[config.mk]
export PLATFORM = sky130hd
export DESIGN_NAME = mac_core
export DESIGN_NICKNAME = d
export VERILOG_FILES = /design/src/source/mm_pkg.sv /design/src/source/mac_core.sv
export VERILOG_INCLUDE_DIRS = /design/src /design/src/source
export SDC_FILE = /design/constraint.sdc
export NUM_CORES = 2
export LEC_CHECK = 0
export BUFFER_PORTS_ARGS = -buffer_cell sky130_fd_sc_hd__buf_4
export CAP_MARGIN = 40
export CELL_PAD_IN_SITES_DETAIL_PLACEMENT = 2
export CELL_PAD_IN_SITES_GLOBAL_PLACEMENT = 2
export CORE_MARGIN = 8
export CORE_UTILIZATION = 42
export CTS_CLUSTER_SIZE = 30
export DETAILED_ROUTE_END_ITERATION = 6
export PLACE_DENSITY = 0.9
export SYNTH_ARGS = -nofsm -noshare
export SYNTH_HDL_FRONTEND = slang
export SYNTH_SLANG_ARGS = --single-unit
[constraint.sdc]
create_clock -name clk -period 13.85 [get_ports clk]
set_input_delay 2.0775 -clock clk [delete_from_list [all_inputs] [get_ports clk]]
set_output_delay 2.0775 -clock clk [all_outputs]
set_load 0.01 [all_outputs]
[src/source/mm_macros.svh]
/* Matrix-vector engine dimensions, number format and APB register map */
`ifndef MM_MACROS_SVH
`define MM_MACROS_SVH

// Matrix shape
`define MM_COL         8                               // Elements per row
`define MM_BLOCK_SIZE  2                               // Rows per core, columns per beat
`define MM_NUM_CORES   2
`define MM_BLOCK_ROWS  (`MM_BLOCK_SIZE * `MM_NUM_CORES) // 4 rows buffered
`define MM_BEATS       (`MM_COL / `MM_BLOCK_SIZE)       // 4 slice beats

// Fixed point, Q8.8 data
`define MM_WIDTH       16
`define MM_FRAC_WIDTH  8
`define MM_ACC_WIDTH   32

// APB map
`define MM_ADDR_WIDTH  8
`define MM_ADDR_WEIGHT 8'h00                           // W0..W7
`define MM_ADDR_RESULT 8'h20                           // R0..R3, read only
`define MM_ADDR_STATUS 8'h30                           // Pending flag and block count

`endif

[src/source/mm_pkg.sv]
/* Shared types of the matrix-vector engine: data words, packed rows and slices,
   beat and address indices, reorder buffer states */
`include "mm_macros.svh"

package mm_pkg;

    // Q8.8 element and wide accumulator, both signed
    typedef logic signed [`MM_WIDTH-1:0]     data_t;
    typedef logic signed [`MM_ACC_WIDTH-1:0] acc_t;

    // Full row, element 0 in the low bits
    typedef logic [`MM_COL*`MM_WIDTH-1:0] row_t;

    // BLOCK_SIZE neighbouring elements of one row
    typedef logic [`MM_BLOCK_SIZE*`MM_WIDTH-1:0] chunk_t;

    // One chunk per buffered row, row 0 lowest
    typedef logic [`MM_BLOCK_ROWS*`MM_BLOCK_SIZE*`MM_WIDTH-1:0] slice_t;

    typedef logic [$clog2(`MM_BEATS)-1:0] beat_t;     // Column pair index
    typedef logic [`MM_ADDR_WIDTH-1:0]    addr_t;

    // FILL takes rows, WAIT stalls on unread results, SLICE replays columns
    typedef enum logic [1:0] {
        FILL  = 2'd0,
        WAIT  = 2'd1,
        SLICE = 2'd2
    } n2r_state_t;

endpackage

[src/source/mac_core.sv]
/* Multiply-accumulate core for two rows of a block: one weighted column pair
   per beat, dot products latched on the last beat */
`timescale 1ns/1ns
`include "mm_macros.svh"

module mac_core import mm_pkg::*; (
    input  logic   clk,
    input  logic   rst_n,
    input  chunk_t chunk_a,        // First owned row
    input  chunk_t chunk_b,        // Second owned row
    input  data_t  weight_lo,      // Weight of the even column
    input  data_t  weight_hi,      // Weight of the odd column
    input  logic   slice_valid,
    input  logic   slice_last,
    output acc_t   result_a,
    output acc_t   result_b,
    output logic   core_done
);

    acc_t acc_a, acc_b;            // Running sums
    acc_t beat_a, beat_b;          // This beat's contribution

    // Two Q8.8 products at full width, rescaled by an arithmetic shift
    function automatic acc_t pair_sum(input chunk_t chunk, input data_t w_lo, input data_t w_hi);
        acc_t p_lo;
        acc_t p_hi;
        p_lo = data_t'(chunk[0 +: `MM_WIDTH]) * w_lo;
        p_hi = data_t'(chunk[`MM_WIDTH +: `MM_WIDTH]) * w_hi;
        return (p_lo >>> `MM_FRAC_WIDTH) + (p_hi >>> `MM_FRAC_WIDTH); // Wraps
    endfunction

    assign beat_a = pair_sum(chunk_a, weight_lo, weight_hi);
    assign beat_b = pair_sum(chunk_b, weight_lo, weight_hi);

    always_ff @(posedge clk) begin
        if (!rst_n) begin
            acc_a     <= '0;
            acc_b     <= '0;
            core_done <= 1'b0;
        end else begin
            core_done <= slice_valid && slice_last;   // Single cycle pulse
            if (slice_valid) begin
                if (slice_last) begin
                    acc_a <= '0;                      // Fresh start next block
                    acc_b <= '0;
                end else begin
                    acc_a <= acc_a + beat_a;
                    acc_b <= acc_b + beat_b;
                end
            end
        end
    end

    // Final sums include the last beat
    always_ff @(posedge clk) begin
        if (slice_valid && slice_last) begin
            result_a <= acc_a + beat_a;
            result_b <= acc_b + beat_b;
        end
    end

endmodule

==> reports/metrics.cfg <==
[synthesis]
synthDistinctLibCells = 76
synth_top_area_cell = fa_1
synth_top_area_share = 0.474
ys_top_cells_by_area = fa_1, inv_1, ha_1
synth.avg_cell_area_um2 = 9.29
synth-edff-count = 64
ys_seq_area_frac = 0.0688
synth-main-ff-cell = dfxtp_1
yosys_warnings = 0
ys_seq_elements = 129
synth_area_mm2 = 0.0468
synthCells = 5042
async_reset_ff_frac = 0
syn-num-nets = 6626

[sta]
finalHoldViolations = 0
finalSetupViolCount = 0
slew_headroom = 0.361
tightest_slew_ns = 0.958
setup_tns_ns = 0
finClkSkew_ns = 0.0234
fin_crit_sh = 0.955
layout_min_cycle_time_ns = 13.23
grt_setup_unrepaired = false
finalMaxSlewViolations = 0
fmaxAchievable_mhz = 75.6

[clock_network]
cts.htree.levels = 4
cts_resized = 0
cts_inserted_buffers = 25
cts.reportedPaths.clkPinSlew_ns = 0.07
cts_tree = yes
root_buffer = clkbuf_16
clockBufferDepth = 3
clk_latency_ns = 0.51
clock-sinks = 129
cts_setup_buffers = 0
cts_hold_buf = 0

[routing]
vias = 38700
firstDrtPassIters = 7
vias_per_cell = 5.91
wirelength_um = 213000
antenna_left = 0
post-route-drc-count = 1
first_iter_violations = 2704
wire_per_inst_um = 32.5

[setup_path]
cpPeakStageDelay_ns = 0.85
crit_required_ns = 14.27
arrival_ns = 13.64
crit_path_top_delay_cell = a2111oi_1
worstSetupPathType = input port to register
r2r_start = acc_a[1]
start_kind = input port
cp-end-kind = register
crit_path_max_fanout = 14
worst-r2r-setup-slack_ns = 8.58
rr_worst_depth = 13
crit_top_cell = fa_1
reg2reg_to = result_a[31]

[final_layout]
syn_to_final_growth_pct = 6.83
final_cell_mix = inv_1, fa_1, nand2_1
drive_gt1_frac = 0.0454
num-nets-final = 6642
final_common_cell = inv_1

[floorplan]
io_pins = 165
die_area_mm2 = 0.122
dieHeight_um = 350
core_area_mm2 = 0.111
die_w_um = 350
rows = 122
initial_utilization = 0.423

[place]
gp_congestion = 0.857
port_buffers = 164
dp_hpwl_um = 152000

[hold_path]
hp-class = register to register
hold_end = acc_a[30]
whs_path_depth = 1
hp-start = acc_a[30]

[grt]
overflow = 0
antenna_found_initial = 8
grt_pass1_wl_um = 317000
grt_max_degree = 67
grt_pass1_vias = 48100
grt_use_total = 0.349

[outcome]
violations = design-rule violations
status = complete, but fails checks

[run]
drv_cap = 0

cells by family after synthesis:
| logic type | Yosys count | share of synthesized area |
|---|---|---|
| mux | 2 | 0.000481 |
| compound gates | 413 | 0.0607 |
| xor+xnor | 171 | 0.0328 |
| buf+inv | 1459 | 0.117 |
| fa+ha+maj | 1484 | 0.574 |
| flops | 129 | 0.0688 |
| simple gates | 1384 | 0.146 |
through the flow:
stage	setup slack [ns]	utilization	cell area (µm²)	hold slack (ns)	std cells
6_report	0.622	0.452	50000	0.513	6554
5_1_grt	0.651	0.452	50000	0.520	6552
4_1_cts	1.11	0.452	50000	0.513	6552
3_5_place_dp	1.54	0.446	49300	0.483	6519
3_3_place_gp	2.24	0.445	49300	0.463	6517
2_1_floorplan	3.07	-	46800	0.450	5042
worst max-delay path by stage:
stage                              from      endpoint  slack [ns]  depth (start not counted)
after detailed placement   weight_hi[1]  result_a[31]        1.54                         37
after CTS                 weight_lo[15]     acc_b[29]        1.11                         34
final                     weight_lo[15]     acc_b[29]        0.62                         34
after global placement     weight_hi[1]  result_a[31]        2.24                         37
after floorplan            weight_lo[7]  result_a[31]        3.07                         38
after global routing       weight_hi[9]  result_a[31]        0.65                         35
layer usage:
metal  routed length, µm  vias up  share of wire  track usage
li1                    -    14900              -            -
met1               69900    20200           0.33        0.361
met2              107000     2353           0.50        0.611
met3               13500     1257          0.063       0.0656
met4               22100        2           0.10        0.292
met5                  11        -       0.000052            0
cells in the mapped netlist, types with 14 or more instances:
cell,count
xor2_1,47
a21o_1,62
nand2b_1,37
xnor2_1,121
clkbuf_1,178
inv_1,1275
nand3_1,27
and2_1,455
nand4_1,15
nor2b_1,58
o21bai_1,18
o21ai_0,58
edfxtp_1,64
ha_1,376
nor2_1,146
a21oi_1,104
and3_1,14
o21a_1,30
a22oi_1,41
dfxtp_1,65
nand2_1,574
nor3_1,22
fa_1,1108
flip-flops by register name, indices dropped and copies added (netlist names):
name       cells
result_a      32
acc_a         32
acc_b         32
core_done      1
result_b      32
worst max-delay path, delay by kind of cell:
family	cells	cell delay [ns]
AOI/OAI and AO/OA	14	4.35
xor gates and xnor gates	1	0.24
adders and majority gates	9	4.47
buffers and inverters	6	1.44
and+or+nand+nor	4	1.05
cell type report:
cell class	instances	area (µm²)
repair buffers	172	1310
clock buffers	28	647
fillers	11800	60600
well taps	1488	1860
flip-flops and latches	129	3220
inverters	1276	4790
diodes	2	5.00
clock inverters	5	48.8
multi-input cells	3454	38100
Power is not shown: default switching activity piles up to over one toggle a cycle in this logic, so the estimate is an artifact.
