--- src/source/mm_macros.svh ---
/* Matrix-vector engine dimensions, number format and APB register map */
`ifndef MM_MACROS_SVH
`define MM_MACROS_SVH

// Matrix shape
`define MM_COL         8                               // Elements per row
`define MM_BLOCK_SIZE  2                               // Rows per core, columns per beat
`define MM_NUM_CORES   2
`define MM_BLOCK_ROWS  (`MM_BLOCK_SIZE * `MM_NUM_CORES) // 4 rows buffered
`define MM_BEATS       (`MM_COL / `MM_BLOCK_SIZE)       // 4 slice beats

// Fixed point, Q8.8 data
`define MM_WIDTH       16
`define MM_FRAC_WIDTH  8
`define MM_ACC_WIDTH   32

// APB map
`define MM_ADDR_WIDTH  8
`define MM_ADDR_WEIGHT 8'h00                           // W0..W7
`define MM_ADDR_RESULT 8'h20                           // R0..R3, read only
`define MM_ADDR_STATUS 8'h30                           // Pending flag and block count

`endif

--- src/source/mm_pkg.sv ---
/* Shared types of the matrix-vector engine: data words, packed rows and slices,
   beat and address indices, reorder buffer states */
`include "mm_macros.svh"

package mm_pkg;

    // Q8.8 element and wide accumulator, both signed
    typedef logic signed [`MM_WIDTH-1:0]     data_t;
    typedef logic signed [`MM_ACC_WIDTH-1:0] acc_t;

    // Full row, element 0 in the low bits
    typedef logic [`MM_COL*`MM_WIDTH-1:0] row_t;

    // BLOCK_SIZE neighbouring elements of one row
    typedef logic [`MM_BLOCK_SIZE*`MM_WIDTH-1:0] chunk_t;

    // One chunk per buffered row, row 0 lowest
    typedef logic [`MM_BLOCK_ROWS*`MM_BLOCK_SIZE*`MM_WIDTH-1:0] slice_t;

    typedef logic [$clog2(`MM_BEATS)-1:0] beat_t;     // Column pair index
    typedef logic [`MM_ADDR_WIDTH-1:0]    addr_t;

    // FILL takes rows, WAIT stalls on unread results, SLICE replays columns
    typedef enum logic [1:0] {
        FILL  = 2'd0,
        WAIT  = 2'd1,
        SLICE = 2'd2
    } n2r_state_t;

endpackage

--- src/source/apb_regs.sv ---
/* APB3 register block: weight vector, latched block results and status with a
   pending flag and a completed block count */
`timescale 1ns/1ns
`include "mm_macros.svh"

module apb_regs import mm_pkg::*; (
    input  logic        clk,
    input  logic        rst_n,
    // APB3 slave
    input  addr_t       paddr,
    input  logic        psel,
    input  logic        penable,
    input  logic        pwrite,
    input  logic [31:0] pwdata,
    output logic [31:0] prdata,
    output logic        pready,
    output logic        pslverr,
    // Engine side
    input  acc_t        result_0,
    input  acc_t        result_1,
    input  acc_t        result_2,
    input  acc_t        result_3,
    input  logic        block_done,
    output data_t       weight_0,
    output data_t       weight_1,
    output data_t       weight_2,
    output data_t       weight_3,
    output data_t       weight_4,
    output data_t       weight_5,
    output data_t       weight_6,
    output data_t       weight_7,
    output logic        results_pending
);

    localparam addr_t WEIGHT_END = addr_t'(`MM_ADDR_WEIGHT + 4*`MM_COL);
    localparam addr_t RESULT_END = addr_t'(`MM_ADDR_RESULT + 4*`MM_BLOCK_ROWS);

    data_t      weights [0:`MM_COL-1];
    acc_t       results [0:`MM_BLOCK_ROWS-1];
    logic [7:0] block_count;                        // Wraps at 256
    addr_t      offset_w, offset_r;
    logic       hit_weight, hit_result, hit_status;
    logic       access, wr_en;

    logic [$clog2(`MM_COL)-1:0]        weight_idx;
    logic [$clog2(`MM_BLOCK_ROWS)-1:0] result_idx;

    // Address decode, word aligned only
    assign offset_w   = paddr - `MM_ADDR_WEIGHT;
    assign offset_r   = paddr - `MM_ADDR_RESULT;
    assign weight_idx = offset_w[2 +: $clog2(`MM_COL)];
    assign result_idx = offset_r[2 +: $clog2(`MM_BLOCK_ROWS)];
    assign hit_weight = (paddr >= `MM_ADDR_WEIGHT) && (paddr < WEIGHT_END) && (paddr[1:0] == 2'b00);
    assign hit_result = (paddr >= `MM_ADDR_RESULT) && (paddr < RESULT_END) && (paddr[1:0] == 2'b00);
    assign hit_status = (paddr == `MM_ADDR_STATUS);

    assign access  = psel && penable;
    assign wr_en   = access && pwrite;
    assign pready  = 1'b1;                          // No wait states
    // Unmapped address, or a write to read-only results
    assign pslverr = access && (!(hit_weight || hit_result || hit_status) || (pwrite && hit_result));

    always_comb begin
        prdata = '0;
        if (hit_weight) begin
            prdata = {16'b0, weights[weight_idx]};
        end else if (hit_result) begin
            prdata = results[result_idx];
        end else if (hit_status) begin
            prdata = {16'b0, block_count, 7'b0, results_pending};
        end
    end

    always_ff @(posedge clk) begin
        if (!rst_n) begin
            for (int i = 0; i < `MM_COL; i++) begin
                weights[i] <= '0;
            end
            results_pending <= 1'b0;
            block_count     <= '0;
        end else begin
            if (wr_en && hit_weight) begin
                weights[weight_idx] <= pwdata[15:0];
            end
            if (block_done) begin
                results_pending <= 1'b1;            // New results win over a clear
                block_count     <= block_count + 1'b1;
            end else if (wr_en && hit_status && pwdata[0]) begin
                results_pending <= 1'b0;            // Write 1 to clear
            end
        end
    end

    // Result capture
    always_ff @(posedge clk) begin
        if (block_done) begin
            results[0] <= result_0;
            results[1] <= result_1;
            results[2] <= result_2;
            results[3] <= result_3;
        end
    end

    assign weight_0 = weights[0];
    assign weight_1 = weights[1];
    assign weight_2 = weights[2];
    assign weight_3 = weights[3];
    assign weight_4 = weights[4];
    assign weight_5 = weights[5];
    assign weight_6 = weights[6];
    assign weight_7 = weights[7];

endmodule

--- config.mk ---
export PLATFORM = sky130hd
export DESIGN_NAME = apb_regs
export DESIGN_NICKNAME = d
export VERILOG_FILES = /design/src/source/mm_pkg.sv /design/src/source/apb_regs.sv
export VERILOG_INCLUDE_DIRS = /design/src /design/src/source
export SDC_FILE = /design/constraint.sdc
export NUM_CORES = 1
export LEC_CHECK = 0
export CORE_ASPECT_RATIO = 1.4
export CORE_MARGIN = 2
export CORE_UTILIZATION = 49
export CTS_CLUSTER_SIZE = 20
export DETAILED_ROUTE_END_ITERATION = 12
export DONT_BUFFER_PORTS = 1
export GPL_ROUTABILITY_DRIVEN = 0
export PLACE_DENSITY = 0.71
export SYNTH_ARGS = -nofsm -noshare
export SYNTH_HDL_FRONTEND = slang
export SYNTH_SLANG_ARGS = --single-unit
--- constraint.sdc ---
create_clock -name clk -period 5.6 [get_ports clk]
set_input_delay 0.84 -clock clk [delete_from_list [all_inputs] [get_ports clk]]
set_output_delay 0.84 -clock clk [all_outputs]
set_load 0.01 [all_outputs]
==> impl_metrics.py <==
metrics = {
    "layout": {
        "final_common_cell": "edfxtp_1",
        "num_antenna_cells": 0,
        "most-common-layout-cells": "edfxtp_1, and3_1, mux4_2",
        "drive_above_1_share": 0.159,
        "synthToLayoutAreaGrowth_pct": 7.89,
        "final_nets": 823,
        "fin_util": 0.540,
    },
    "grt": {
        "grt_pass1_vias": 6602,
        "grt_use_total": 0.232,
        "grt_max_degree": 136,
        "grt_pass1_wl_microns": 41900,
        "grt-ovfl-total": 0,
        "antenna_found_initial": 1,
    },
    "routing": {
        "dr.pass1.iters": 7,
        "drt-total-wl_microns": 28900,
        "wl_met3_microns": 3070,
        "drtIter0Drc": 501,
        "vias": 6210,
        "route.detailed.drc": 0,
        "viasPerCell": 6.45,
        "wire_per_inst_microns": 30.1,
        "dr.max_layer_used": "met4",
        "wl_met1_microns": 9830,
        "postRouteAntennaNets": 0,
        "met2WireLength_microns": 15500,
    },
    "floorplanning": {
        "die-area_sq_um": 24300,
        "die_h_microns": 184,
        "core_sq_um": 22600,
        "rows": 65,
        "io-pin-count": 337,
        "chipWidth_microns": 132,
        "initial_core_util": 0.500,
    },
    "logic_synthesis": {
        "synth_edf_count": 256,
        "yosysWarnings": 0,
        "async_flop_share": 0,
        "netlist_area_sq_um": 11300,
        "synthCells": 671,
        "avgSynthCellArea_sq_um": 16.9,
        "synth_cell_types": 53,
        "ys_seq_area_frac": 0.696,
        "yosys_most_used_dff": "edfxtp_1",
        "synth_fp_nets": 846,
        "synth-seq-cells": 265,
    },
    "worst_setup_path": {
        "crit_family": "simple AND/OR/NAND/NOR gates",
        "cpPeakStageDelay_ns": 0.97,
        "critPathMaxFanout": 23,
        "cp_cell_sequence": "or4_1 -> nor3b_4 -> a221oi_1 -> a31oi_1",
        "crit_required_ns": 4.76,
        "r2r_setup_slack_ns": 4.33,
        "cp.arrival_ns": 3.32,
        "worstSetupStartpointType": "input port",
        "regToRegStartpoint": "block_count[2]",
        "critPathCaptureType": "output port",
        "crit_slowest_cell": "nor3b_4",
        "r2r_cells": 3,
        "regToRegEndpoint": "block_count[5]",
        "critical_path_class": "in2out",
        "cp_num_buf_inv": 0,
    },
    "sta": {
        "rsz0062_at_grt": "no",
        "hold_slack_ns": 0.417,
        "max_slew_margin": 0.278,
        "setup_tns_ns": 0,
        "hold_viol": 0,
        "period_needed_ns": 4.16,
        "period_share": 0.742,
        "fmax_ghz": 0.241,
        "fin_worst_skew_ns": 0.00310,
        "slew_viol_final": 0,
        "setup_viol": 0,
        "tightest_slew_ns": 1.08,
    },
    "min_path": {
        "hold_path_startpoint": "result_2[0]",
        "holdPathEnd": "results[2][0]",
        "hold_class": "in2reg",
        "min_path_cells": 0,
    },
    "clock_network": {
        "cts_made_buffers": 25,
        "clock_latency_ns": 0.51,
        "ctsRootBufferMaster": "clkbuf_16",
        "post_cts_buffers": 0,
        "cts-hold-fix-buffers": 0,
        "cts_buffer_depth": 3,
        "cts-resized-gates": 0,
        "clock_sinks": 265,
        "htreeDepth": 1,
        "cts_tree": "yes",
        "path_clk_slew_ns": 0.07,
    },
    "pwr": {
        "p_switching_w": 0.000861,
        "swShare": 0.207,
        "vdd_drop_max_mv": 0.239,
        "p_int_w": 0.00330,
        "power_density_nw_per_um2": 341,
        "p_leak_nw": 4.50,
        "p_seq_frac": 0.575,
        "combPwrFrac": 0.042,
        "power_frac_clock": 0.382,
    },
    "place": {
        "io_buffers": 0,
        "dp_hpwl_microns": 19600,
    },
    "outcome": {
        "status": "complete, no violations",
    },
    "flow_run": {
        "drv_cap": 0,
    },
}
synth_stat cells (all sizes together) (6+ instances only):
master / instances / area share
a221o: 10 / 0.0089
a221oi: 6 / 0.0046
a22oi: 10 / 0.0066
and2: 29 / 0.016
and3: 133 / 0.074
buf: 23 / 0.015
clkbuf: 35 / 0.012
dfxtp: 9 / 0.016
edfxtp: 256 / 0.68
mux4: 52 / 0.10
nand2: 24 / 0.0080
nor2: 6 / 0.0022
o21ai: 7 / 0.0031
power groups by stage:
stage                     Combinational [W]  Clock, W  Sequential (W)
final                              0.000175   0.00159         0.00240
after global routing               0.000186   0.00169         0.00241
after CTS                          0.000176   0.00161         0.00240
after detailed placement           0.000175         0         0.00244
after global placement             0.000173         0         0.00243
after floorplan                    0.000158         0         0.00241
cell families (layout without fill, tap and decap cells):
kind of cell | after synthesis | count (layout) | share of synthesized area
AOI/OAI and AO/OA | 60 | 60 | 0.0410
adders and majority gates | 1 | 1 | 0.00111
DFF | 265 | 265 | 0.696
xor gates and xnor gates | 5 | 5 | 0.00387
buffers and inverters | 60 | 51 | 0.0275
and+or+nand+nor | 218 | 218 | 0.118
muxes | 61 | 61 | 0.112
other | 1 | 1 | 0.000332
final cells by class:
cell class,instances,area (sq um)
Fill cell,1814,10400
Multi-Input combinational cell,346,3140
Clock inverter,12,111
Sequential cell,265,7870
Inverter,2,7.51
Timing Repair Buffer,8,60.1
Clock buffer,29,641
Tap cell,301,377
per-layer routing:
layer	vias up	GRT usage
li1	2639	-
met1	3148	0.262
met2	380	0.422
met3	43	0.0755
met4	0	0.0611
met5	-	0
state kept, by name (all words and copies together) (netlist names):
signal,flops
block_count,8
results,128
results_pending,1
weights,128
worst max path at each step:
| stage | from | endpoint | slack (ns) | cells past startpoint |
|---|---|---|---|---|
| 5_1_grt | paddr[7] | prdata[0] | 1.29 | 4 |
| 3_3_place_gp | paddr[7] | prdata[15] | 1.47 | 4 |
| 4_1_cts | paddr[7] | prdata[15] | 1.43 | 4 |
| 2_1_floorplan | paddr[3] | prdata[6] | 2.42 | 5 |
| 3_5_place_dp | paddr[7] | prdata[15] | 1.42 | 4 |
| 6_report | paddr[7] | prdata[0] | 1.44 | 4 |
metrics by stage:
step                setup WS (ns)  std cells  area, sq um  power (W)
global placement             1.47        922        11400    0.00260
floorplan                    2.42        671        11300    0.00256
finish                       1.44        963        12200    0.00417
CTS                          1.43        963        12200    0.00419
global route                 1.29        963        12200    0.00428
detailed placement           1.42        922        11400    0.00262
Power figures use the tool's default switching activity.
