File: config.mk
export PLATFORM = sky130hd
export DESIGN_NAME = n2r_buffer
export DESIGN_NICKNAME = d
export VERILOG_FILES = /design/src/source/mm_pkg.sv /design/src/source/n2r_buffer.sv
export VERILOG_INCLUDE_DIRS = /design/src /design/src/source
export SDC_FILE = /design/constraint.sdc
export NUM_CORES = 1
export LEC_CHECK = 0
export BUFFER_PORTS_ARGS = -buffer_cell sky130_fd_sc_hd__buf_2
export CORE_UTILIZATION = 57
export DETAILED_ROUTE_END_ITERATION = 6
export PLACE_DENSITY_LB_ADDON = 0.25
export SETUP_SLACK_MARGIN = 0.15
export SYNTH_ARGS = -nofsm -noshare
export SYNTH_HDL_FRONTEND = slang
export SYNTH_SLANG_ARGS = --single-unit
export TNS_END_PERCENT = 1
File: constraint.sdc
create_clock -name clk -period 10.2 [get_ports clk]
set_input_delay 1.02 -clock clk [delete_from_list [all_inputs] [get_ports clk]]
set_output_delay 1.02 -clock clk [all_outputs]
set_load 0.01 [all_outputs]
File: src/source/mm_macros.svh
/* Matrix-vector engine dimensions, number format and APB register map */
`ifndef MM_MACROS_SVH
`define MM_MACROS_SVH

// Matrix shape
`define MM_COL         8                               // Elements per row
`define MM_BLOCK_SIZE  2                               // Rows per core, columns per beat
`define MM_NUM_CORES   2
`define MM_BLOCK_ROWS  (`MM_BLOCK_SIZE * `MM_NUM_CORES) // 4 rows buffered
`define MM_BEATS       (`MM_COL / `MM_BLOCK_SIZE)       // 4 slice beats

// Fixed point, Q8.8 data
`define MM_WIDTH       16
`define MM_FRAC_WIDTH  8
`define MM_ACC_WIDTH   32

// APB map
`define MM_ADDR_WIDTH  8
`define MM_ADDR_WEIGHT 8'h00                           // W0..W7
`define MM_ADDR_RESULT 8'h20                           // R0..R3, read only
`define MM_ADDR_STATUS 8'h30                           // Pending flag and block count

`endif

File: src/source/mm_pkg.sv
/* Shared types of the matrix-vector engine: data words, packed rows and slices,
   beat and address indices, reorder buffer states */
`include "mm_macros.svh"

package mm_pkg;

    // Q8.8 element and wide accumulator, both signed
    typedef logic signed [`MM_WIDTH-1:0]     data_t;
    typedef logic signed [`MM_ACC_WIDTH-1:0] acc_t;

    // Full row, element 0 in the low bits
    typedef logic [`MM_COL*`MM_WIDTH-1:0] row_t;

    // BLOCK_SIZE neighbouring elements of one row
    typedef logic [`MM_BLOCK_SIZE*`MM_WIDTH-1:0] chunk_t;

    // One chunk per buffered row, row 0 lowest
    typedef logic [`MM_BLOCK_ROWS*`MM_BLOCK_SIZE*`MM_WIDTH-1:0] slice_t;

    typedef logic [$clog2(`MM_BEATS)-1:0] beat_t;     // Column pair index
    typedef logic [`MM_ADDR_WIDTH-1:0]    addr_t;

    // FILL takes rows, WAIT stalls on unread results, SLICE replays columns
    typedef enum logic [1:0] {
        FILL  = 2'd0,
        WAIT  = 2'd1,
        SLICE = 2'd2
    } n2r_state_t;

endpackage

File: src/source/n2r_buffer.sv
/* Normal-to-ready reorder buffer: gathers one block of rows from the stream and
   replays it as column slices, BLOCK_SIZE columns of every row per beat */
`timescale 1ns/1ns
`include "mm_macros.svh"

module n2r_buffer import mm_pkg::*; (
    input  logic   clk,
    input  logic   rst_n,
    // Row stream in
    input  row_t   row_data,
    input  logic   row_valid,
    output logic   row_ready,
    // Back-pressure from the register block
    input  logic   results_pending,
    // Slice stream out, no stall
    output slice_t slice_data,
    output logic   slice_valid,
    output logic   slice_last,
    output beat_t  slice_beat
);

    localparam int CHUNK_W = $bits(chunk_t);
    localparam int CNT_W   = $clog2(`MM_BLOCK_ROWS);

    n2r_state_t       state;
    row_t             rows [0:`MM_BLOCK_ROWS-1];    // Row store
    logic [CNT_W-1:0] row_cnt;                      // Next free entry
    beat_t            beat;
    logic             row_fire;
    logic             block_full;

    assign row_ready  = (state == FILL);
    assign row_fire   = row_valid && row_ready;
    assign block_full = (row_cnt == CNT_W'(`MM_BLOCK_ROWS-1)); // Last entry being written

    assign slice_valid = (state == SLICE);
    assign slice_beat  = beat;
    assign slice_last  = slice_valid && (beat == beat_t'(`MM_BEATS-1));

    // Pick column pair 'beat' from every stored row
    always_comb begin
        for (int r = 0; r < `MM_BLOCK_ROWS; r++) begin
            slice_data[r*CHUNK_W +: CHUNK_W] = rows[r][beat*CHUNK_W +: CHUNK_W];
        end
    end

    // Row storage, payload only
    always_ff @(posedge clk) begin
        if (row_fire) begin
            rows[row_cnt] <= row_data;
        end
    end

    // Control FSM
    always_ff @(posedge clk) begin
        if (!rst_n) begin
            state   <= FILL;
            row_cnt <= '0;
            beat    <= '0;
        end else begin
            case (state)
                FILL: begin
                    if (row_fire) begin
                        row_cnt <= row_cnt + 1'b1;          // Wraps back to entry 0
                        if (block_full) begin
                            // Old results still unread, hold the block
                            state <= results_pending ? WAIT : SLICE;
                        end
                    end
                end
                WAIT: begin
                    if (!results_pending) begin
                        state <= SLICE;
                    end
                end
                SLICE: begin
                    beat <= beat + 1'b1;
                    if (slice_last) begin
                        beat  <= '0;
                        state <= FILL;                      // Store free again
                    end
                end
                default: state <= FILL;
            endcase
        end
    end

endmodule

==> impl_metrics.tcl, run 1 <==
set metrics [dict create \
    outcome "finished, final reports clean" \
    ctsHoldBuffers 0 \
    grt_pass1_wl_um 50900 \
    clk_pin_slew_ps 60 \
    synth-warning-count 0 \
    grt-ovfl-total 0 \
    synth_nets 843 \
    crit_fanout 49 \
    cts.sinks 518 \
    netlist.area_leader.share_pct 81.7 \
    numCtsBuffers 49 \
    cts_setup_buffers 0 \
    hold_class "reg2reg" \
    syn_area_um2 18800 \
    antenna_found_initial 1 \
    hold_viol 0 \
    period_needed_ps 4200 \
    end_kind "output pin" \
    dpl-instance-area_um2 20600 \
    die_y_um 184 \
    rsz0062_at_grt "no" \
    fmax_mhz 238 \
    finalSetupTns_ps 0 \
    worstPathArrival_ps 3180 \
    layout_commonest_cell "edfxtp_1" \
    drt_iter0_drc 551 \
    synth_area_per_cell_um2 26.6 \
    gp_congestion 0.744 \
    ys_async_sr_fraction_pct 0 \
    cts_tree "built" \
    crit_path_start_kind "flop" \
    grt_max_degree 73 \
    synth-seq-cells 518 \
    fillCellCount 2097 \
    routed_via_density 5.67 \
    maxCapViolCount 0 \
    die_width_um 184 \
    fin_worst_skew_ps 11.9 \
    yosysSeqAreaShare_pct 82.4 \
    required_ps 9180 \
    maxSlewHeadroom_pct 34.1 \
    drc_errors 0 \
    first_pass_iters 5 \
    ant_nets 0 \
    root_buffer "clkbuf_16" \
    initial_core_util_pct 57.8 \
    synthCells 706 \
    synth_cell_types 25 \
    synthTopCellsByArea "edfxtp_1 82%, mux4_2 15%, buf_6 0.66%" \
    wl_per_cell_um 22.8 \
    synth_ff_type "edfxtp_1" \
    routed_wl_um 33800 \
    slowest_stage "dfxtp_4" \
    p_per_area_nw_per_um2 202 \
    final_cell_area_um2 22200 \
    critPathTopFamily "buffers and inverters" \
    synth_edf_count 512 \
    crit_chain "buf_4, mux4_2, buf_2" \
    dr_total_vias 8412 \
    synth_top_cell_by_area "edfxtp_1" \
    fin_crit_sh_pct 41.2 \
    clockBufferDepth 3 \
    core-area_um2 32500 \
    finalSetupViolations 0 \
    ios 265 \
    ctsResizeCount 0 \
    grtUsageTotal_pct 20.4 \
    place_hpwl_um 20900 \
    portBuffers 264 \
    rows 66 \
    ir_worst_vdd_v 0.000166 \
    final_cell_mix "512 x edfxtp_1, 264 x buf_2, 128 x mux4_2" \
    fin_util_pct 68.2 \
    htree_levels 2 \
    worst_slew_pin_slew_ps 988 \
    syn_to_final_growth_pct 17.9 \
    die_area_um2 33700 \
    clk-insertion-delay-late_ps 550 \
    leakage_nw 7.37 \
    path_buf_inv 2 \
    drive_gt1_share_pct 46.2 \
    first_global_vias 8552 \
    maxSlewViolCount 0 \
    crit_path_max_incr_delay_ps 980 \
    path_class "reg2out" \
    fin_nets 1137 \
]
where the power goes:
part	switching, mW	leakage, nW	total, mW	internal, mW
clock network	0.740	0.786	1.81	1.07
logic	0.122	1.84	0.193	0.0712
registers	0.0236	4.75	2.47	2.45
total	0.886	7.37	4.47	3.59
registers in the layout (all words and copies together) (netlist names):
name / cells
row_cnt: 2
rows: 512
slice_beat: 2
state: 2
cells in the mapped netlist, types with 2 or more instances:
cell type	count
and2_1	6
buf_4	2
buf_2	14
buf_6	11
inv_1	3
dfxtp_1	6
nand2_1	3
edfxtp_1	512
mux4_2	128
clkbuf_1	2
ha_1	5
worst register-to-register path, stage by stage (launching register included):
cell and delay (ps):
dfxtp_1 350, nor3b_2 410, and2_4 740, buf_4 930
cell families (layout without fill, tap and decap cells):
| group | after synthesis | in the layout | share of synthesized area [%] |
|---|---|---|---|
| simple gates | 17 | 17 | 0.532 |
| mux | 129 | 129 | 15.4 |
| flops | 518 | 518 | 82.4 |
| xor+xnor | 1 | 1 | 0.0466 |
| other cells | 0 | 1 | 0 |
| buf+inv | 32 | 367 | 1.21 |
| fa+ha+maj | 5 | 5 | 0.333 |
| compound gates | 4 | 4 | 0.140 |
layout make-up:
cell class / instances / area (µm²) / share of cell area (%)
diodes: 1 / 2.50 / 0.0113
multi-input cells: 156 / 3100 / 14.0
repair buffers: 272 / 1380 / 6.23
clock buffers: 60 / 1310 / 5.91
well taps: 442 / 553 / 2.49
flip-flops and latches: 518 / 15500 / 69.9
clock inverters: 32 / 315 / 1.42
inverters: 3 / 11.3 / 0.0508
final timing paths:
kind / startpoint / endpoint / slack, ps / cells past startpoint
worst max-delay path: slice_beat[0] / slice_data[27] / 6000 / 3
worst min register to register: row_cnt[1] / row_cnt[1] / 520 / 2
worst min-delay path: row_cnt[1] / row_cnt[1] / 520 / 2
worst max register to register: state[1] / rows[0][25] / 7330 / 3
metrics by stage:
step	hold slack, ps	total power, mW	cells	worst slack, ps
3_5_place_dp	510	2.72	1391	6430
5_1_grt	543	4.61	1483	5710
4_1_cts	518	4.51	1483	5860
6_report	515	4.47	1484	6000
3_3_place_gp	488	2.71	1391	6430
2_1_floorplan	469	2.62	706	5410
metal layers:
layer | track usage (%) | vias up | wire length [µm]
met5 | 0 | - | 17
met4 | 6.20 | 2 | 780
met3 | 4.04 | 52 | 2270
met2 | 32.2 | 295 | 16600
met1 | 29.5 | 4409 | 14100
li1 | - | 3654 | -
Power figures use the tool's default switching activity.
==> inputs of run 2 (changes only) <==
- clock period: 10.2 -> 4 ns (I/O delays scaled with it)
==> impl_metrics.tcl, run 2 (synthesis results as in run 1) <==
set metrics [dict create \
    wl_per_cell_um 23.3 \
    path_class "reg2out" \
    setup_ws_ps 1050 \
    dp_slack_ps 1550 \
    maxSlewHeadroom_pct 38.0 \
    ir_worst_vdd_v 0.000399 \
    critPathTopFamily "flip-flops" \
    crit_path_start_kind "flop" \
    cts_tree "built" \
    numCtsBuffers 50 \
    reg2reg_to "rows[1][35]" \
    routed_via_density 5.65 \
    htree_levels 2 \
    dp.cells 1397 \
    initial_core_util_pct 57.8 \
    required_ps 3600 \
    clockBufferDepth 3 \
    crit_fanout 60 \
    crit_chain "buf_4, mux4_2, buf_2" \
    worstPathArrival_ps 2550 \
    syn_to_final_growth_pct 18.5 \
    multi_input_area_um2 3100 \
    hold_class "in2reg" \
    fillCellCount 2055 \
    drc_errors 0 \
    maxSlewViolCount 0 \
    root_buffer "clkbuf_16" \
    die_width_um 184 \
    min_to "rows[1][95]" \
    top_register "rows" \
    hold_viol 0 \
    end_kind "output pin" \
    fmax_mhz 339 \
    die_area_um2 33700 \
    hold_path_depth 1 \
    leakage_nw 7.42 \
    largest_reg_flops 512 \
    rsz0062_at_grt "no" \
    r2r_cells 3 \
    ant_nets 0 \
    finalSetupViolations 0 \
    grtUsageTotal_pct 21.0 \
    crit_path_max_incr_delay_ps 950 \
    clk-insertion-delay-late_ps 550 \
    fin_util_pct 68.5 \
    drt_iter0_drc 572 \
    die_y_um 184 \
    ctsHoldBuffers 0 \
    rows 66 \
    drive_gt1_share_pct 46.7 \
    slowest_stage "dfxtp_4" \
    fin_worst_skew_ps 11.8 \
    antenna_found_initial 5 \
    fin_nets 1144 \
    fin_crit_sh_pct 73.8 \
    path_buf_inv 2 \
    layoutNonFillerInstCount 1491 \
    grt_pass1_wl_um 52400 \
    place_hpwl_um 21500 \
    final_cell_mix "512 x edfxtp_1, 264 x buf_2, 128 x mux4_2" \
    ff_latch_area_um2 15500 \
    cts.sinks 518 \
    first_pass_iters 5 \
    maxCapViolCount 0 \
    finalSetupTns_ps 0 \
    clk_pin_slew_ps 60 \
    rr_startpoint "state[1]" \
    worst_slew_pin_slew_ps 931 \
    cts_setup_buffers 0 \
    outcome "finished, final reports clean" \
    min_from "row_data[95]" \
    grt_max_degree 73 \
    gp_congestion 0.737 \
    portBuffers 264 \
    ctsResizeCount 0 \
    reg2reg_slack_ps 1690 \
    ios 265 \
    grt-ovfl-total 0 \
    period_needed_ps 2950 \
    hold-worst-slack_ps 60.1 \
    dr_total_vias 8423 \
    routed_wl_um 34700 \
    layout_commonest_cell "edfxtp_1" \
    first_global_vias 8781 \
    core-area_um2 32500 \
    p_per_area_nw_per_um2 511 \
]
run 2: per-layer routing:
metal,vias to the layer above,routed length (µm),global-route usage [%],part of all wire (%)
met5,-,22,0,0.063
li1,3672,-,-,-
met3,58,2220,4.81,6.4
met2,267,17400,34.0,50
met4,4,718,6.07,2.1
met1,4422,14300,29.0,41
run 2: cell type report:
cell class / instances / share of cell area [%]
diodes: 3 / 0.0337
multi-input cells: 156 / 13.9
repair buffers: 278 / 6.73
clock buffers: 62 / 5.91
clock inverters: 29 / 1.36
flip-flops and latches: 518 / 69.5
well taps: 442 / 2.48
inverters: 3 / 0.0505
run 2: worst register-to-register path, stage by stage, from the launching register on:
cell     delay [ps]
dfxtp_1         350
nor3b_2         420
and2_4          620
buf_4           540
run 2: worst max path at each step:
| stage | start | end | slack, ps | cells after the start |
|---|---|---|---|---|
| 5_1_grt | slice_beat[1] | slice_data[33] | 940 | 3 |
| 2_1_floorplan | row_valid | rows[0][0] | -170 | 2 |
| 3_3_place_gp | row_valid | rows[1][67] | 1570 | 4 |
| 4_1_cts | slice_beat[1] | slice_data[38] | 980 | 3 |
| 6_report | slice_beat[1] | slice_data[38] | 1050 | 3 |
| 3_5_place_dp | row_valid | rows[1][35] | 1550 | 4 |
run 2: power breakdown:
part           switching [mW]  internal, mW
Clock                    1.92          2.67
Combinational           0.314         0.192
Sequential             0.0591          6.25
Total                    2.29          9.11
run 2: per-stage QoR:
step	instance area, µm²	power [mW]
finish	22300	11.4
global route	22300	11.7
CTS	22300	11.5
detailed placement	20700	6.94
global placement	20700	6.91
floorplan	18800	6.67
==> inputs of run 3 (changes only) <==
- ABC_AREA: default -> 1
- CORE_UTILIZATION: 57 -> 52
- clock period: 4 -> 2.4 ns (I/O delays scaled with it)
==> impl_metrics.tcl, run 3 <==
set metrics [dict create \
    outcome "finished, final reports clean" \
    synth-seq-cells 518 \
    hold_class "in2reg" \
    grtUsageTotal_pct 24.0 \
    synthTopCellsByArea "edfxtp_1 79%, nor2_1 5.0%, o21ai_0 4.2%" \
    ys_async_sr_fraction_pct 0 \
    grt-ovfl-total 0 \
    fin_worst_skew_ps 17.3 \
    syn_to_final_growth_pct 28.0 \
    synth_area_per_cell_um2 15.2 \
    clk_pin_slew_ps 60 \
    slowest_stage "dfxtp_4" \
    dr_total_vias 12600 \
    path_class "reg2out" \
    routed_wl_um 49000 \
    synthCells 1285 \
    core-area_um2 36800 \
    fin_nets 1844 \
    synth_nets 1422 \
    syn_area_um2 19600 \
    largest_reg_flops 512 \
    synth_ff_type "edfxtp_1" \
    drive_gt1_share_pct 25.9 \
    synth_most_common_cell "edfxtp_1" \
    wl_per_cell_um 22.1 \
    ant_nets 0 \
    initial_core_util_pct 53.2 \
    critPathTopFamily "buffers and inverters" \
    antenna_found_initial 0 \
    diodes 0 \
    drc_errors 0 \
    end_kind "output pin" \
    synth-warning-count 0 \
    drt_iter0_drc 956 \
    ir_worst_vdd_v 0.000707 \
    ios 265 \
    fin_crit_sh_pct 95.2 \
    synth_top_cell_by_area "edfxtp_1" \
    rows 70 \
    portBuffers 264 \
    grt_max_degree 73 \
    final_cell_area_um2 25100 \
    maxSlewHeadroom_pct 68.3 \
    crit_path_start_kind "flop" \
    netlist.area_leader.share_pct 78.6 \
    required_ps 2160 \
    clockBufferDepth 3 \
    maxSlewViolCount 0 \
    dpl-instance-area_um2 21400 \
    yosysSeqAreaShare_pct 79.2 \
    fmax_mhz 438 \
    maxCapViolCount 0 \
    final_cell_mix "512 x edfxtp_1, 263 x buf_2, 260 x nor2_1" \
    crit_fanout 12 \
    place_hpwl_um 25200 \
    grt_pass1_wl_um 70200 \
    die_width_um 196 \
    die_area_um2 38400 \
    layout_commonest_cell "edfxtp_1" \
    synth_cell_types 21 \
    rsz0062_at_grt "yes" \
    die_y_um 196 \
    p_total_mw 21.7 \
    gp_congestion 0.781 \
    synthTopCellsByCount "512 x edfxtp_1, 263 x nor2_1, 166 x o21ai_0, 88 x o22ai_1, 86 x o21ai_1" \
    hold-worst-slack_ps 102 \
    p_per_area_nw_per_um2 865 \
    first_global_vias 12400 \
    hold_viol 0 \
    routed_via_density 5.70 \
    root_buffer "clkbuf_16" \
    worst_slew_pin_slew_ps 475 \
    numCtsBuffers 50 \
    top_register "rows" \
    worstPathArrival_ps 2040 \
    finalSetupViolations 0 \
    cts_tree "built" \
    leakage_nw 8.93 \
    period_needed_ps 2280 \
    cts.sinks 518 \
    crit_path_max_incr_delay_ps 460 \
    synth_edf_count 512 \
    first_pass_iters 5 \
    crit_chain "buf_4, clkbuf_16, buf_12, buf_6, nor2_1, o22ai_2, buf_2" \
    htree_levels 2 \
    path_buf_inv 5 \
    clk-insertion-delay-late_ps 580 \
]
run 3: changes by cell type after synthesis, moves of 40 or more:
| cell | previous run | this run |
|---|---|---|
| o22ai_2 | 0 | 40 |
| mux4_2 | 128 | 0 |
| o22ai_1 | 0 | 88 |
| nor2_1 | 1 | 263 |
| o21ai_1 | 0 | 86 |
| o21ai_0 | 1 | 166 |
run 3: kinds of logic after synthesis:
family                     after synthesis  synth area share [%]
adders and majority gates                5                 0.320
DFF                                    518                  79.2
buffers and inverters                   95                  2.92
AOI/OAI and AO/OA                      394                  12.3
and+or+nand+nor                        273                  5.27
run 3: cell type report:
class | count | area [µm²]
sequential | 518 | 15500
fill | 2450 | 11700
timing repair buffer | 453 | 3640
multi-input combinational | 672 | 3570
clock buffer | 60 | 1350
tap | 468 | 586
clock inverter | 33 | 323
inverter | 11 | 62.6
timing repair inverter | 1 | 16.3
run 3: per-stage QoR:
step           setup WS [ps]  std cells  util, %  setup TNS (ps)
5_1_grt                 43.2       2216     68.1               0
6_report                 116       2216     68.1               0
2_1_floorplan          -1610       1285        -         -541360
4_1_cts                 71.9       2196     66.9               0
3_3_place_gp             454       1965     58.2               0
3_5_place_dp             426       1965     58.2               0
run 3: path summary, 6_finish.rpt:
| kind | from | end | slack (ps) | cells past startpoint |
|---|---|---|---|---|
| hold reg to reg | row_cnt[1] | row_cnt[1] | 530 | 2 |
| setup reg to reg | state[1] | rows[0][48] | 480 | 4 |
| setup / recovery | slice_beat[0] | slice_data[93] | 120 | 7 |
| hold / removal | row_valid | state[1] | 100 | 5 |
run 3: worst reg2reg max path: cells and delay by family (launching register included):
family | cells | cell delay, ps
simple gates | 3 | 730
buf+inv | 1 | 360
flops | 1 | 380
run 3: report_power, final:
| part | total (mW) | internal (mW) | leakage, nW | switching, mW |
|---|---|---|---|---|
| registers | 10.7 | 10.6 | 4.75 | 0.135 |
| logic | 2.96 | 1.13 | 3.37 | 1.83 |
| clock network | 7.99 | 4.75 | 0.816 | 3.24 |
| total | 21.7 | 16.5 | 8.93 | 5.21 |
run 3: layer usage:
layer  track usage [%]  up-vias  routed length (µm)
li1                  -     5722                   -
met1              32.3     6355               20300
met2              40.5      515               24400
met3              4.73       46                3570
met4              5.76        0                 713
met5                 0        -                   0
run 3: what timing repair did:
item	CTS	global route
pin swaps	2	16
cloned	5	11
hold endpoints to repair	518	0
setup endpoints to repair	129	125
gates resized for setup	11	39
hold buffers	131	0
buffers inserted	2	10
